File: config.mk
export PLATFORM = sky130hd
export DESIGN_NAME = stream_master_top
export DESIGN_NICKNAME = d
export VERILOG_FILES = /design/src/source/stream_pkg.sv /design/src/source/credit_pkg.sv /design/src/source/burst_source.sv /design/src/source/credit_fifo.sv /design/src/source/axis_out_stage.sv /design/src/source/stream_master_top.sv
export VERILOG_INCLUDE_DIRS = /design/src /design/src/include
export SDC_FILE = /design/constraint.sdc
export NUM_CORES = 1
export LEC_CHECK = 0
export ABC_AREA = 1
export BUFFER_PORTS_ARGS = -buffer_cell sky130_fd_sc_hd__buf_2
export CAP_MARGIN = 25
export CORE_MARGIN = 4
export CORE_UTILIZATION = 55
export DETAILED_ROUTE_END_ITERATION = 7
export GPL_TIMING_DRIVEN = 1
export HOLD_SLACK_MARGIN = 0.06
export PLACE_DENSITY = 0.72
export SLEW_MARGIN = 40
export SYNTH_ARGS = -nofsm -noshare
export SYNTH_HDL_FRONTEND = slang
export SYNTH_HIERARCHICAL = 1
export SYNTH_SLANG_ARGS = --single-unit
File: constraint.sdc
create_clock -name M_AXIS_ACLK -period 11.5 [get_ports M_AXIS_ACLK]
set_input_delay 2.3 -clock M_AXIS_ACLK [delete_from_list [all_inputs] [get_ports M_AXIS_ACLK]]
set_output_delay 2.3 -clock M_AXIS_ACLK [all_outputs]
set_load 0.01 [all_outputs]
File: src/include/stream_defines.svh
`ifndef STREAM_DEFINES_SVH
`define STREAM_DEFINES_SVH

// --------------------------------------------------
// stream geometry.
// --------------------------------------------------
`define TDATA_WIDTH 32

// high half holds the burst sequence number.
`define SEQ_WIDTH (`TDATA_WIDTH / 2)

// --------------------------------------------------
// pattern timing.
// --------------------------------------------------
`define START_COUNT 32
`define BURST_WORDS 8

// fifo entries, also the initial credit count.
`define FIFO_DEPTH 4

`endif

File: src/source/stream_pkg.sv
`include "stream_defines.svh"

package stream_pkg;

  // one stream data word.
  typedef logic [`TDATA_WIDTH-1:0] data_t;

  // word position inside a burst.
  typedef logic [$clog2(`BURST_WORDS + 1)-1:0] word_idx_t;

  // burst source states.
  typedef enum logic [1:0] {
    SRC_WAIT,
    SRC_SEND,
    SRC_DONE
  } src_state_t;

endpackage

File: src/source/credit_pkg.sv
`include "stream_defines.svh"

package credit_pkg;

  // credits held by the source, 0 up to FIFO_DEPTH.
  typedef logic [$clog2(`FIFO_DEPTH + 1)-1:0] credit_t;

  // fifo read and write pointer.
  typedef logic [$clog2(`FIFO_DEPTH)-1:0] ptr_t;

endpackage

File: src/source/burst_source.sv
`timescale 1ns/100ps

`include "stream_defines.svh"

module burst_source (
  input  logic              M_AXIS_ACLK,
  input  logic              M_AXIS_ARESETN,
  input  logic              credit_return,
  output logic              push,
  output stream_pkg::data_t push_data,
  output logic              push_last
);

  localparam int WAIT_W = $clog2(`START_COUNT);
  localparam int SEQ_W  = `SEQ_WIDTH;

  localparam logic [WAIT_W-1:0] WAIT_LAST = WAIT_W'(`START_COUNT - 1);
  localparam stream_pkg::word_idx_t IDX_LAST = stream_pkg::word_idx_t'(`BURST_WORDS - 1);
  localparam credit_pkg::credit_t CREDIT_FULL = credit_pkg::credit_t'(`FIFO_DEPTH);

  stream_pkg::src_state_t state;
  logic [WAIT_W-1:0]      wait_cnt;
  stream_pkg::word_idx_t  word_idx;
  logic [SEQ_W-1:0]       seq;
  credit_pkg::credit_t    credits;

  // --------------------------------------------------
  // push side, one word per cycle while credits last.
  // --------------------------------------------------
  assign push      = (state == stream_pkg::SRC_SEND) && (credits != '0);
  assign push_last = push && (word_idx == IDX_LAST);

  // low half counts from one.
  assign push_data = {seq, SEQ_W'(word_idx) + SEQ_W'(1)};

  // --------------------------------------------------
  // wait / send / done sequencing.
  // --------------------------------------------------
  always_ff @(posedge M_AXIS_ACLK) begin
    if (!M_AXIS_ARESETN) begin
      state    <= stream_pkg::SRC_WAIT;
      wait_cnt <= '0;
      word_idx <= '0;
      seq      <= '0;
    end else begin
      case (state)
        stream_pkg::SRC_WAIT: begin
          if (wait_cnt == WAIT_LAST) begin
            wait_cnt <= '0;
            state    <= stream_pkg::SRC_SEND;
          end else begin
            wait_cnt <= wait_cnt + WAIT_W'(1);
          end
        end
        stream_pkg::SRC_SEND: begin
          if (push_last) begin
            word_idx <= '0;
            state    <= stream_pkg::SRC_DONE;
          end else if (push) begin
            word_idx <= word_idx + stream_pkg::word_idx_t'(1);
          end
        end
        stream_pkg::SRC_DONE: begin
          // let the fifo drain before the next gap starts.
          if (credits == CREDIT_FULL) begin
            seq   <= seq + SEQ_W'(1);
            state <= stream_pkg::SRC_WAIT;
          end
        end
        default: state <= stream_pkg::SRC_WAIT;
      endcase
    end
  end

  // --------------------------------------------------
  // credit counter.
  // --------------------------------------------------
  always_ff @(posedge M_AXIS_ACLK) begin
    if (!M_AXIS_ARESETN) begin
      credits <= CREDIT_FULL;
    end else if (push && !credit_return) begin
      credits <= credits - credit_pkg::credit_t'(1);
    end else if (!push && credit_return) begin
      credits <= credits + credit_pkg::credit_t'(1);
    end
  end

endmodule

File: src/source/credit_fifo.sv
`timescale 1ns/100ps

`include "stream_defines.svh"

module credit_fifo (
  input  logic              M_AXIS_ACLK,
  input  logic              M_AXIS_ARESETN,
  input  logic              push,
  input  stream_pkg::data_t push_data,
  input  logic              push_last,
  input  logic              fifo_pop,
  output logic              fifo_valid,
  output stream_pkg::data_t fifo_data,
  output logic              fifo_last,
  output logic              credit_return
);

  localparam credit_pkg::ptr_t PTR_LAST = credit_pkg::ptr_t'(`FIFO_DEPTH - 1);

  stream_pkg::data_t   data_mem [`FIFO_DEPTH];
  logic                last_mem [`FIFO_DEPTH];
  credit_pkg::ptr_t    wr_ptr;
  credit_pkg::ptr_t    rd_ptr;
  credit_pkg::credit_t count;

  function automatic credit_pkg::ptr_t next_ptr(input credit_pkg::ptr_t ptr);
    if (ptr == PTR_LAST) begin
      return '0;
    end
    return ptr + credit_pkg::ptr_t'(1);
  endfunction

  // --------------------------------------------------
  // storage, written on push.
  // --------------------------------------------------
  always_ff @(posedge M_AXIS_ACLK) begin
    if (push) begin
      data_mem[wr_ptr] <= push_data;
      last_mem[wr_ptr] <= push_last;
    end
  end

  // head of queue, shown as soon as it lands.
  assign fifo_valid = (count != '0);
  assign fifo_data  = data_mem[rd_ptr];
  assign fifo_last  = last_mem[rd_ptr];

  // --------------------------------------------------
  // pointers and occupancy.
  // --------------------------------------------------
  always_ff @(posedge M_AXIS_ACLK) begin
    if (!M_AXIS_ARESETN) begin
      wr_ptr        <= '0;
      rd_ptr        <= '0;
      count         <= '0;
      credit_return <= 1'b0;
    end else begin
      if (push) begin
        wr_ptr <= next_ptr(wr_ptr);
      end
      if (fifo_pop) begin
        rd_ptr <= next_ptr(rd_ptr);
      end
      if (push && !fifo_pop) begin
        count <= count + credit_pkg::credit_t'(1);
      end else if (!push && fifo_pop) begin
        count <= count - credit_pkg::credit_t'(1);
      end
      // each pop frees one slot for the source.
      credit_return <= fifo_pop;
    end
  end

endmodule

File: src/source/axis_out_stage.sv
`timescale 1ns/100ps

`include "stream_defines.svh"

module axis_out_stage (
  input  logic                       M_AXIS_ACLK,
  input  logic                       M_AXIS_ARESETN,
  input  logic                       fifo_valid,
  input  stream_pkg::data_t          fifo_data,
  input  logic                       fifo_last,
  input  logic                       M_AXIS_TREADY,
  output logic                       fifo_pop,
  output logic                       M_AXIS_TVALID,
  output stream_pkg::data_t          M_AXIS_TDATA,
  output logic [`TDATA_WIDTH/8-1:0]  M_AXIS_TSTRB,
  output logic                       M_AXIS_TLAST
);

  logic              out_valid;
  stream_pkg::data_t out_data;
  logic              out_last;
  logic              load_ok;

  // register is free when empty or handing off this cycle.
  assign load_ok  = !out_valid || M_AXIS_TREADY;
  assign fifo_pop = fifo_valid && load_ok;

  // --------------------------------------------------
  // output register.
  // --------------------------------------------------
  always_ff @(posedge M_AXIS_ACLK) begin
    if (!M_AXIS_ARESETN) begin
      out_valid <= 1'b0;
    end else if (load_ok) begin
      out_valid <= fifo_valid;
    end
  end

  // payload holds while stalled.
  always_ff @(posedge M_AXIS_ACLK) begin
    if (fifo_pop) begin
      out_data <= fifo_data;
      out_last <= fifo_last;
    end
  end

  assign M_AXIS_TVALID = out_valid;
  assign M_AXIS_TDATA  = out_data;
  assign M_AXIS_TLAST  = out_last;
  assign M_AXIS_TSTRB  = '1;

endmodule

File: src/source/stream_master_top.sv
`timescale 1ns/100ps

`include "stream_defines.svh"

module stream_master_top (
  input  logic                       M_AXIS_ACLK,
  input  logic                       M_AXIS_ARESETN,
  output logic                       M_AXIS_TVALID,
  output stream_pkg::data_t          M_AXIS_TDATA,
  output logic [`TDATA_WIDTH/8-1:0]  M_AXIS_TSTRB,
  output logic                       M_AXIS_TLAST,
  input  logic                       M_AXIS_TREADY
);

  // source to fifo.
  logic              push;
  stream_pkg::data_t push_data;
  logic              push_last;
  logic              credit_return;

  // fifo to output stage.
  logic              fifo_valid;
  stream_pkg::data_t fifo_data;
  logic              fifo_last;
  logic              fifo_pop;

  // --------------------------------------------------
  // pattern source -> credit fifo -> output register.
  // --------------------------------------------------
  burst_source burst_source_i (
    .M_AXIS_ACLK    (M_AXIS_ACLK),
    .M_AXIS_ARESETN (M_AXIS_ARESETN),
    .credit_return  (credit_return),
    .push           (push),
    .push_data      (push_data),
    .push_last      (push_last)
  );

  credit_fifo credit_fifo_i (
    .M_AXIS_ACLK    (M_AXIS_ACLK),
    .M_AXIS_ARESETN (M_AXIS_ARESETN),
    .push           (push),
    .push_data      (push_data),
    .push_last      (push_last),
    .fifo_pop       (fifo_pop),
    .fifo_valid     (fifo_valid),
    .fifo_data      (fifo_data),
    .fifo_last      (fifo_last),
    .credit_return  (credit_return)
  );

  axis_out_stage axis_out_stage_i (
    .M_AXIS_ACLK    (M_AXIS_ACLK),
    .M_AXIS_ARESETN (M_AXIS_ARESETN),
    .fifo_valid     (fifo_valid),
    .fifo_data      (fifo_data),
    .fifo_last      (fifo_last),
    .M_AXIS_TREADY  (M_AXIS_TREADY),
    .fifo_pop       (fifo_pop),
    .M_AXIS_TVALID  (M_AXIS_TVALID),
    .M_AXIS_TDATA   (M_AXIS_TDATA),
    .M_AXIS_TSTRB   (M_AXIS_TSTRB),
    .M_AXIS_TLAST   (M_AXIS_TLAST)
  );

endmodule

==> impl_metrics.tcl, run 1 <==
set metrics [dict create \
    fin_ws_ns 7.70 \
    initial_utilization_pct 56.2 \
    gp_congestion 0.846 \
    synth.area.mux_share_pct 0 \
    viasPerCell 5.45 \
    wl_met2_um 7530 \
    grt_pass1_wl_um 24200 \
    critPathArrivalTime_ns 4.16 \
    post-route-period-util_pct 33.0 \
    core_area_um2 14500 \
    wl_met3_um 932 \
    rsz0062_at_grt "no" \
    ys.flop_type "edfxtp_1" \
    fillers 1103 \
    netlist_instances 667 \
    pin_count 41 \
    path_cells "buf_2 > inv_2 > a21oi_4 > buf_4 > inv_1 > ha_1 > inv_1 > fa_1 > o21ai_0 > nor2_1" \
    cts-buffers-inserted 20 \
    slowest_stage "buf_4" \
    finalSetupTns_ns 0 \
    seq_area_frac_synth_pct 70.7 \
    peakVddDrop_mv 0.126 \
    nNetsFinal 721 \
    rows 44 \
    r2r-start "credit_fifo_i/count[0]" \
    route.vias.total 4917 \
    cts_resized 0 \
    h-tree-depth 1 \
    syn2layout_area_growth_pct 10.3 \
    cts.hold.buffers_added 0 \
    holdCritStartpoint "burst_source_i/wait_cnt[1]" \
    synth-seq-cells 206 \
    crit_path_frequent_cell "inv_1" \
    insertion_delay_ns 0.48 \
    overflow 0 \
    n_antenna_cell 0 \
    syn_avg_cell_area_um2 12.2 \
    tightest_slew_ns 0.700 \
    slew_headroom_pct 53.3 \
    highest_layer "met4" \
    drc 0 \
    synthAdderAreaFrac_pct 2.18 \
    dieArea_um2 16900 \
    endpoint_kind "register" \
    first_global_vias 4914 \
    cpPeakStageDelay_ns 0.46 \
    firstDrtPassIters 4 \
    post-route-util_pct 62.0 \
    grtUsageTotal_pct 18.1 \
    crit_type "in2reg" \
    clk_pin_slew_ns 0.06 \
    die_y_um 130 \
    cp.required_ns 11.87 \
    yosys.area_share.xor_xnor_pct 0.429 \
    dp_slack_ns 7.21 \
    fmax_ghz 0.263 \
    synth_edf_count 165 \
    cts_sinks 206 \
    status "complete, no violations" \
    critPathLaunch "M_AXIS_TREADY" \
    antenna_found_initial 0 \
    grt_max_degree 68 \
    die_w_um 130 \
    cap_violations 0 \
    crit_fanout 36 \
    slew_viol_final 0 \
    drt_iter0_drc 374 \
    cts_setup_buffers 0 \
    drtAntennaViolNets 0 \
    routed_wl_um 14700 \
    ys_warn_count 6 \
    wl_met1_um 6000 \
    fin_hold_ws_ns 0.497 \
    final.setup_skew_ns 0.00674 \
    wl_per_cell_um 16.3 \
    synth_area_um2 8160 \
    cts-root-buf "clkbuf_16" \
    async_flop_share_pct 0 \
    pwr_density_cell_nw_per_um2 217 \
    startpoint_type "input pin" \
    synth_compound_area_share_pct 9.15 \
    cts_buffer_depth 3 \
    io_buffer_count 36 \
    synth_cell_type_count 34 \
    hold_violations 0 \
    synthSimpleGateAreaFrac_pct 11.6 \
    hp-class "reg2reg" \
    synth_top_family_by_area "simple AND/OR/NAND/NOR gates" \
    dp_hpwl_um 8510 \
    min_period_ns 3.80 \
    drive_gt1_share_pct 13.6 \
    leakage_nw 3.32 \
    setup_viol 0 \
    cts_tree "built" \
]
[layer usage]
metal | up-vias | track usage (%)
met5 | - | 0
met3 | 24 | 2.50
met2 | 125 | 31.8
met1 | 2383 | 23.8
li1 | 2385 | -
met4 | 0 | 4.95
[area by class of cell]
cell class / count / area [um2] / area share [%]
Sequential cell: 206 / 5780 / 64.1
Multi-Input combinational cell: 383 / 1970 / 21.9
Clock buffer: 31 / 583 / 6.47
Tap cell: 184 / 230 / 2.56
Timing Repair Buffer: 41 / 218 / 2.42
Inverter: 53 / 204 / 2.26
Clock inverter: 5 / 21.3 / 0.236
[state kept, by name, indices dropped and copies added, names as in the netlist, 2 cells and up, named ones only]
register                       flops
credit_fifo_i/wr_ptr               2
credit_fifo_i/count                3
burst_source_i/seq                16
burst_source_i/credits             3
axis_out_stage_i/M_AXIS_TDATA     32
burst_source_i/wait_cnt            5
burst_source_i/word_idx            4
credit_fifo_i/data_mem           128
credit_fifo_i/rd_ptr               2
burst_source_i/state               2
credit_fifo_i/last_mem             4
[where the power goes]
group          leakage [nW]  switching [W]  internal [W]
Clock                 0.295       0.000251      0.000348
Combinational          1.11       0.000284      0.000129
Sequential             1.91      0.0000295      0.000914
Total                  3.32       0.000565       0.00139
[metrics by stage]
| stage | area [um2] | power, W | instances |
|---|---|---|---|
| floorplan | 8210 | 0.00126 | 680 |
| global placement | 8400 | 0.00136 | 867 |
| detailed placement | 8400 | 0.00138 | 867 |
| CTS | 9000 | 0.00197 | 903 |
| global route | 9010 | 0.00206 | 903 |
| finish | 9010 | 0.00196 | 903 |
[final timing paths]
kind / to / slack, ns / depth (start not counted)
worst min register to register: burst_source_i/wait_cnt[1] / 0.50 / 2
worst max register to register: credit_fifo_i/count[1] / 9.05 / 11
worst min-delay path: burst_source_i/wait_cnt[1] / 0.50 / 2
worst max-delay path: credit_fifo_i/count[1] / 7.70 / 10
[layout by cell type, fill, tap and decap left out, types with 10 or more instances in the layout]
| cell | n |
|---|---|
| o22ai_1 | 33 |
| nand2_1 | 62 |
| o21ai_0 | 61 |
| o21ai_1 | 19 |
| conb_1 | 15 |
| ha_1 | 11 |
| edfxtp_1 | 165 |
| dfxtp_1 | 40 |
| clkbuf_16 | 21 |
| nand3_1 | 10 |
| nor2_1 | 114 |
| a21oi_1 | 19 |
| buf_2 | 36 |
| inv_1 | 42 |
[worst max-delay path: cells and delay by family]
family | cells | cell delay, ns
simple gates | 1 | 0.05
buf+inv | 5 | 0.85
fa+ha+maj | 2 | 0.67
compound gates | 2 | 0.29
[kinds of logic (layout without fill, tap and decap cells)]
group,Yosys count,count (layout)
and+or+nand+nor,214,214
DFF,206,206
AOI/OAI and AO/OA,137,137
buffers and inverters,91,130
adders and majority gates,13,13
xor gates and xnor gates,4,4
other,2,15
[synthesized netlist by cell type (2+ instances only)]
master / n / area share [%]
dfxtp_1: 41 / 10
edfxtp_1: 165 / 61
nor2_4: 3 / 0.41
clkbuf_1: 2 / 0.092
fa_1: 2 / 0.49
inv_1: 46 / 2.1
ha_1: 11 / 1.7
nand3_1: 10 / 0.61
o21ai_1: 19 / 1.2
a21oi_1: 20 / 1.2
nand2_1: 62 / 2.9
nand4_2: 2 / 0.31
clkbuf_2: 2 / 0.12
nand2_4: 2 / 0.28
buf_2: 9 / 0.55
o22ai_1: 33 / 2.5
nand2_2: 3 / 0.23
o21ai_0: 61 / 3.7
nand4_1: 5 / 0.38
nor2_1: 114 / 5.2
inv_2: 7 / 0.32
buf_4: 18 / 1.7
xor2_1: 4 / 0.43
nor3_1: 5 / 0.31
nor2_2: 5 / 0.38
conb_1: 2 / 0.092
buf_6: 7 / 0.97
No activity file was read; power rests on OpenSTA's default activity.
==> run 2, diff against run 1 <==
--- a/config.mk
+++ b/config.mk
@@ -14,7 +14,7 @@
 export DETAILED_ROUTE_END_ITERATION = 7
 export GPL_TIMING_DRIVEN = 1
 export HOLD_SLACK_MARGIN = 0.06
-export PLACE_DENSITY = 0.72
+export PLACE_DENSITY = 0.75
 export SLEW_MARGIN = 40
 export SYNTH_ARGS = -nofsm -noshare
 export SYNTH_HDL_FRONTEND = slang
==> constraint.sdc (replaced) <==
create_clock -name M_AXIS_ACLK -period 3.15 [get_ports M_AXIS_ACLK]
set_input_delay 0.63 -clock M_AXIS_ACLK [delete_from_list [all_inputs] [get_ports M_AXIS_ACLK]]
set_output_delay 0.63 -clock M_AXIS_ACLK [all_outputs]
set_load 0.01 [all_outputs]
==> impl_metrics.tcl, run 2 (synthesis gave the netlist of run 1 again) <==
set metrics [dict create \
    leakage_nw 3.37 \
    wl_per_cell_um 16.1 \
    syn2layout_area_growth_pct 11.0 \
    cap_violations 0 \
    cts_resized 0 \
    grt_max_degree 67 \
    cts_setup_buffers 0 \
    cts.hold.buffers_added 0 \
    cts-root-buf "clkbuf_16" \
    min_period_ns 2.28 \
    first_global_vias 4899 \
    cts_buffer_depth 3 \
    n_antenna_cell 0 \
    p_int_w 0.00519 \
    rows 44 \
    io_buffer_count 36 \
    layout_commonest_cell "edfxtp_1" \
    fin_ws_ns 0.875 \
    startpoint_type "register" \
    cts-buffers-inserted 20 \
    largest_register_ffs 128 \
    drc 0 \
    dp_slack_ns 0.928 \
    crit_fanout 11 \
    drive_gt1_share_pct 13.9 \
    worstHoldPathCells 4 \
    switching_share_pct 28.4 \
    fmax_ghz 0.440 \
    overflow 0 \
    routed_wl_um 14600 \
    p_sw_w 0.00206 \
    nNetsFinal 723 \
    r2r-start "burst_source_i/state[0]" \
    holdCritStartpoint "M_AXIS_TREADY" \
    crit_type "reg2reg" \
    grt_pass1_wl_um 23300 \
    tightest_slew_ns 0.685 \
    viasPerCell 5.41 \
    drtAntennaViolNets 0 \
    hp-class "in2reg" \
    dp_hpwl_um 8530 \
    layout.cells.non_filler 905 \
    pin_count 41 \
    grtUsageTotal_pct 17.3 \
    comb_power_share_pct 20.9 \
    cp.required_ns 3.49 \
    cts_tree "built" \
    hold_violations 0 \
    ff2ff_path_depth 11 \
    slew_viol_final 0 \
    core_area_um2 14500 \
    rsz0062_at_grt "no" \
    setup_viol 0 \
    critPathArrivalTime_ns 2.62 \
    gp_congestion 0.812 \
    clk_pin_slew_ns 0.06 \
    final.setup_skew_ns 0.0133 \
    die_w_um 130 \
    h-tree-depth 1 \
    peakVddDrop_mv 0.364 \
    max_flop_register "credit_fifo_i/data_mem" \
    status "complete, no violations" \
    p_clk_share_pct 31.6 \
    final_cell_mix "edfxtp_1, nor2_1, nand2_1, o21ai_0, inv_1" \
    cts_sinks 206 \
    pwr-share-seq_pct 47.6 \
    pwr_density_cell_nw_per_um2 801 \
    insertion_delay_ns 0.48 \
    route.vias.total 4899 \
    dieArea_um2 16900 \
    finalSetupTns_ns 0 \
    post-route-period-util_pct 72.2 \
    slew_headroom_pct 54.3 \
    die_y_um 130 \
    initial_utilization_pct 56.2 \
    endpoint_kind "register" \
    critPathLaunch "burst_source_i/state[0]" \
    firstDrtPassIters 5 \
    dp_cells 869 \
    drt_iter0_drc 424 \
    antenna_found_initial 0 \
]
## run 2: cell count changes in the layout (fill, tap and decap cells not counted)
cell / change
clkbuf_8: +1
bufinv_16: +1
buf_4: +2
clkinv_1: -3
inv_8: +1
inv_1: +4
clkbuf_1: -1
clkinv_2: -3
## run 2: per-layer routing
layer | wire, um | track usage, %
met1 | 6120 | 21.9
met2 | 7380 | 30.3
met3 | 710 | 3.07
met4 | 377 | 5.56
met5 | 0 | 0
## run 2: final timing paths
check / slack [ns] / end
max: 0.87 / burst_source_i/credits[2]
min reg2reg: 0.50 / burst_source_i/wait_cnt[1]
min: 0.42 / axis_out_stage_i/M_AXIS_TVALID
max reg2reg: 0.87 / burst_source_i/credits[2]
## run 2: per-stage QoR
stage	util, %	power (W)	hold WS [ns]	cell area, um2
floorplan	-	0.00461	0.458	8220
global placement	57.9	0.00495	0.474	8410
detailed placement	57.9	0.00503	0.483	8410
CTS	62.3	0.00732	0.408	9060
global route	62.3	0.00762	0.412	9060
finish	62.3	0.00725	0.418	9060
## run 2: critical path: stages, from the launching register on
cell and delay [ns]:
dfxtp_1 0.40, inv_1 0.07, nor2_1 0.15, nand2_2 0.13, inv_2 0.19, ha_1 0.18
inv_1 0.07, fa_1 0.39, a21oi_1 0.16, o21ai_0 0.14, a21oi_1 0.16, o21ai_0 0.12
## run 2: power groups by stage
stage	Sequential, W	Clock [W]	Combinational, W
after floorplan	0.00363	0	0.000975
after global placement	0.00350	0	0.00146
after detailed placement	0.00351	0	0.00152
after CTS	0.00346	0.00234	0.00153
after global routing	0.00348	0.00247	0.00168
final	0.00345	0.00229	0.00151
## run 2: layout make-up
cell class | count | area (um2)
clock buffers | 31 | 593
clock inverters | 5 | 53.8
fillers | 1072 | 5470
inverters | 53 | 201
multi-input cells | 383 | 1970
flip-flops and latches | 206 | 5780
well taps | 184 | 230
repair buffers | 43 | 233
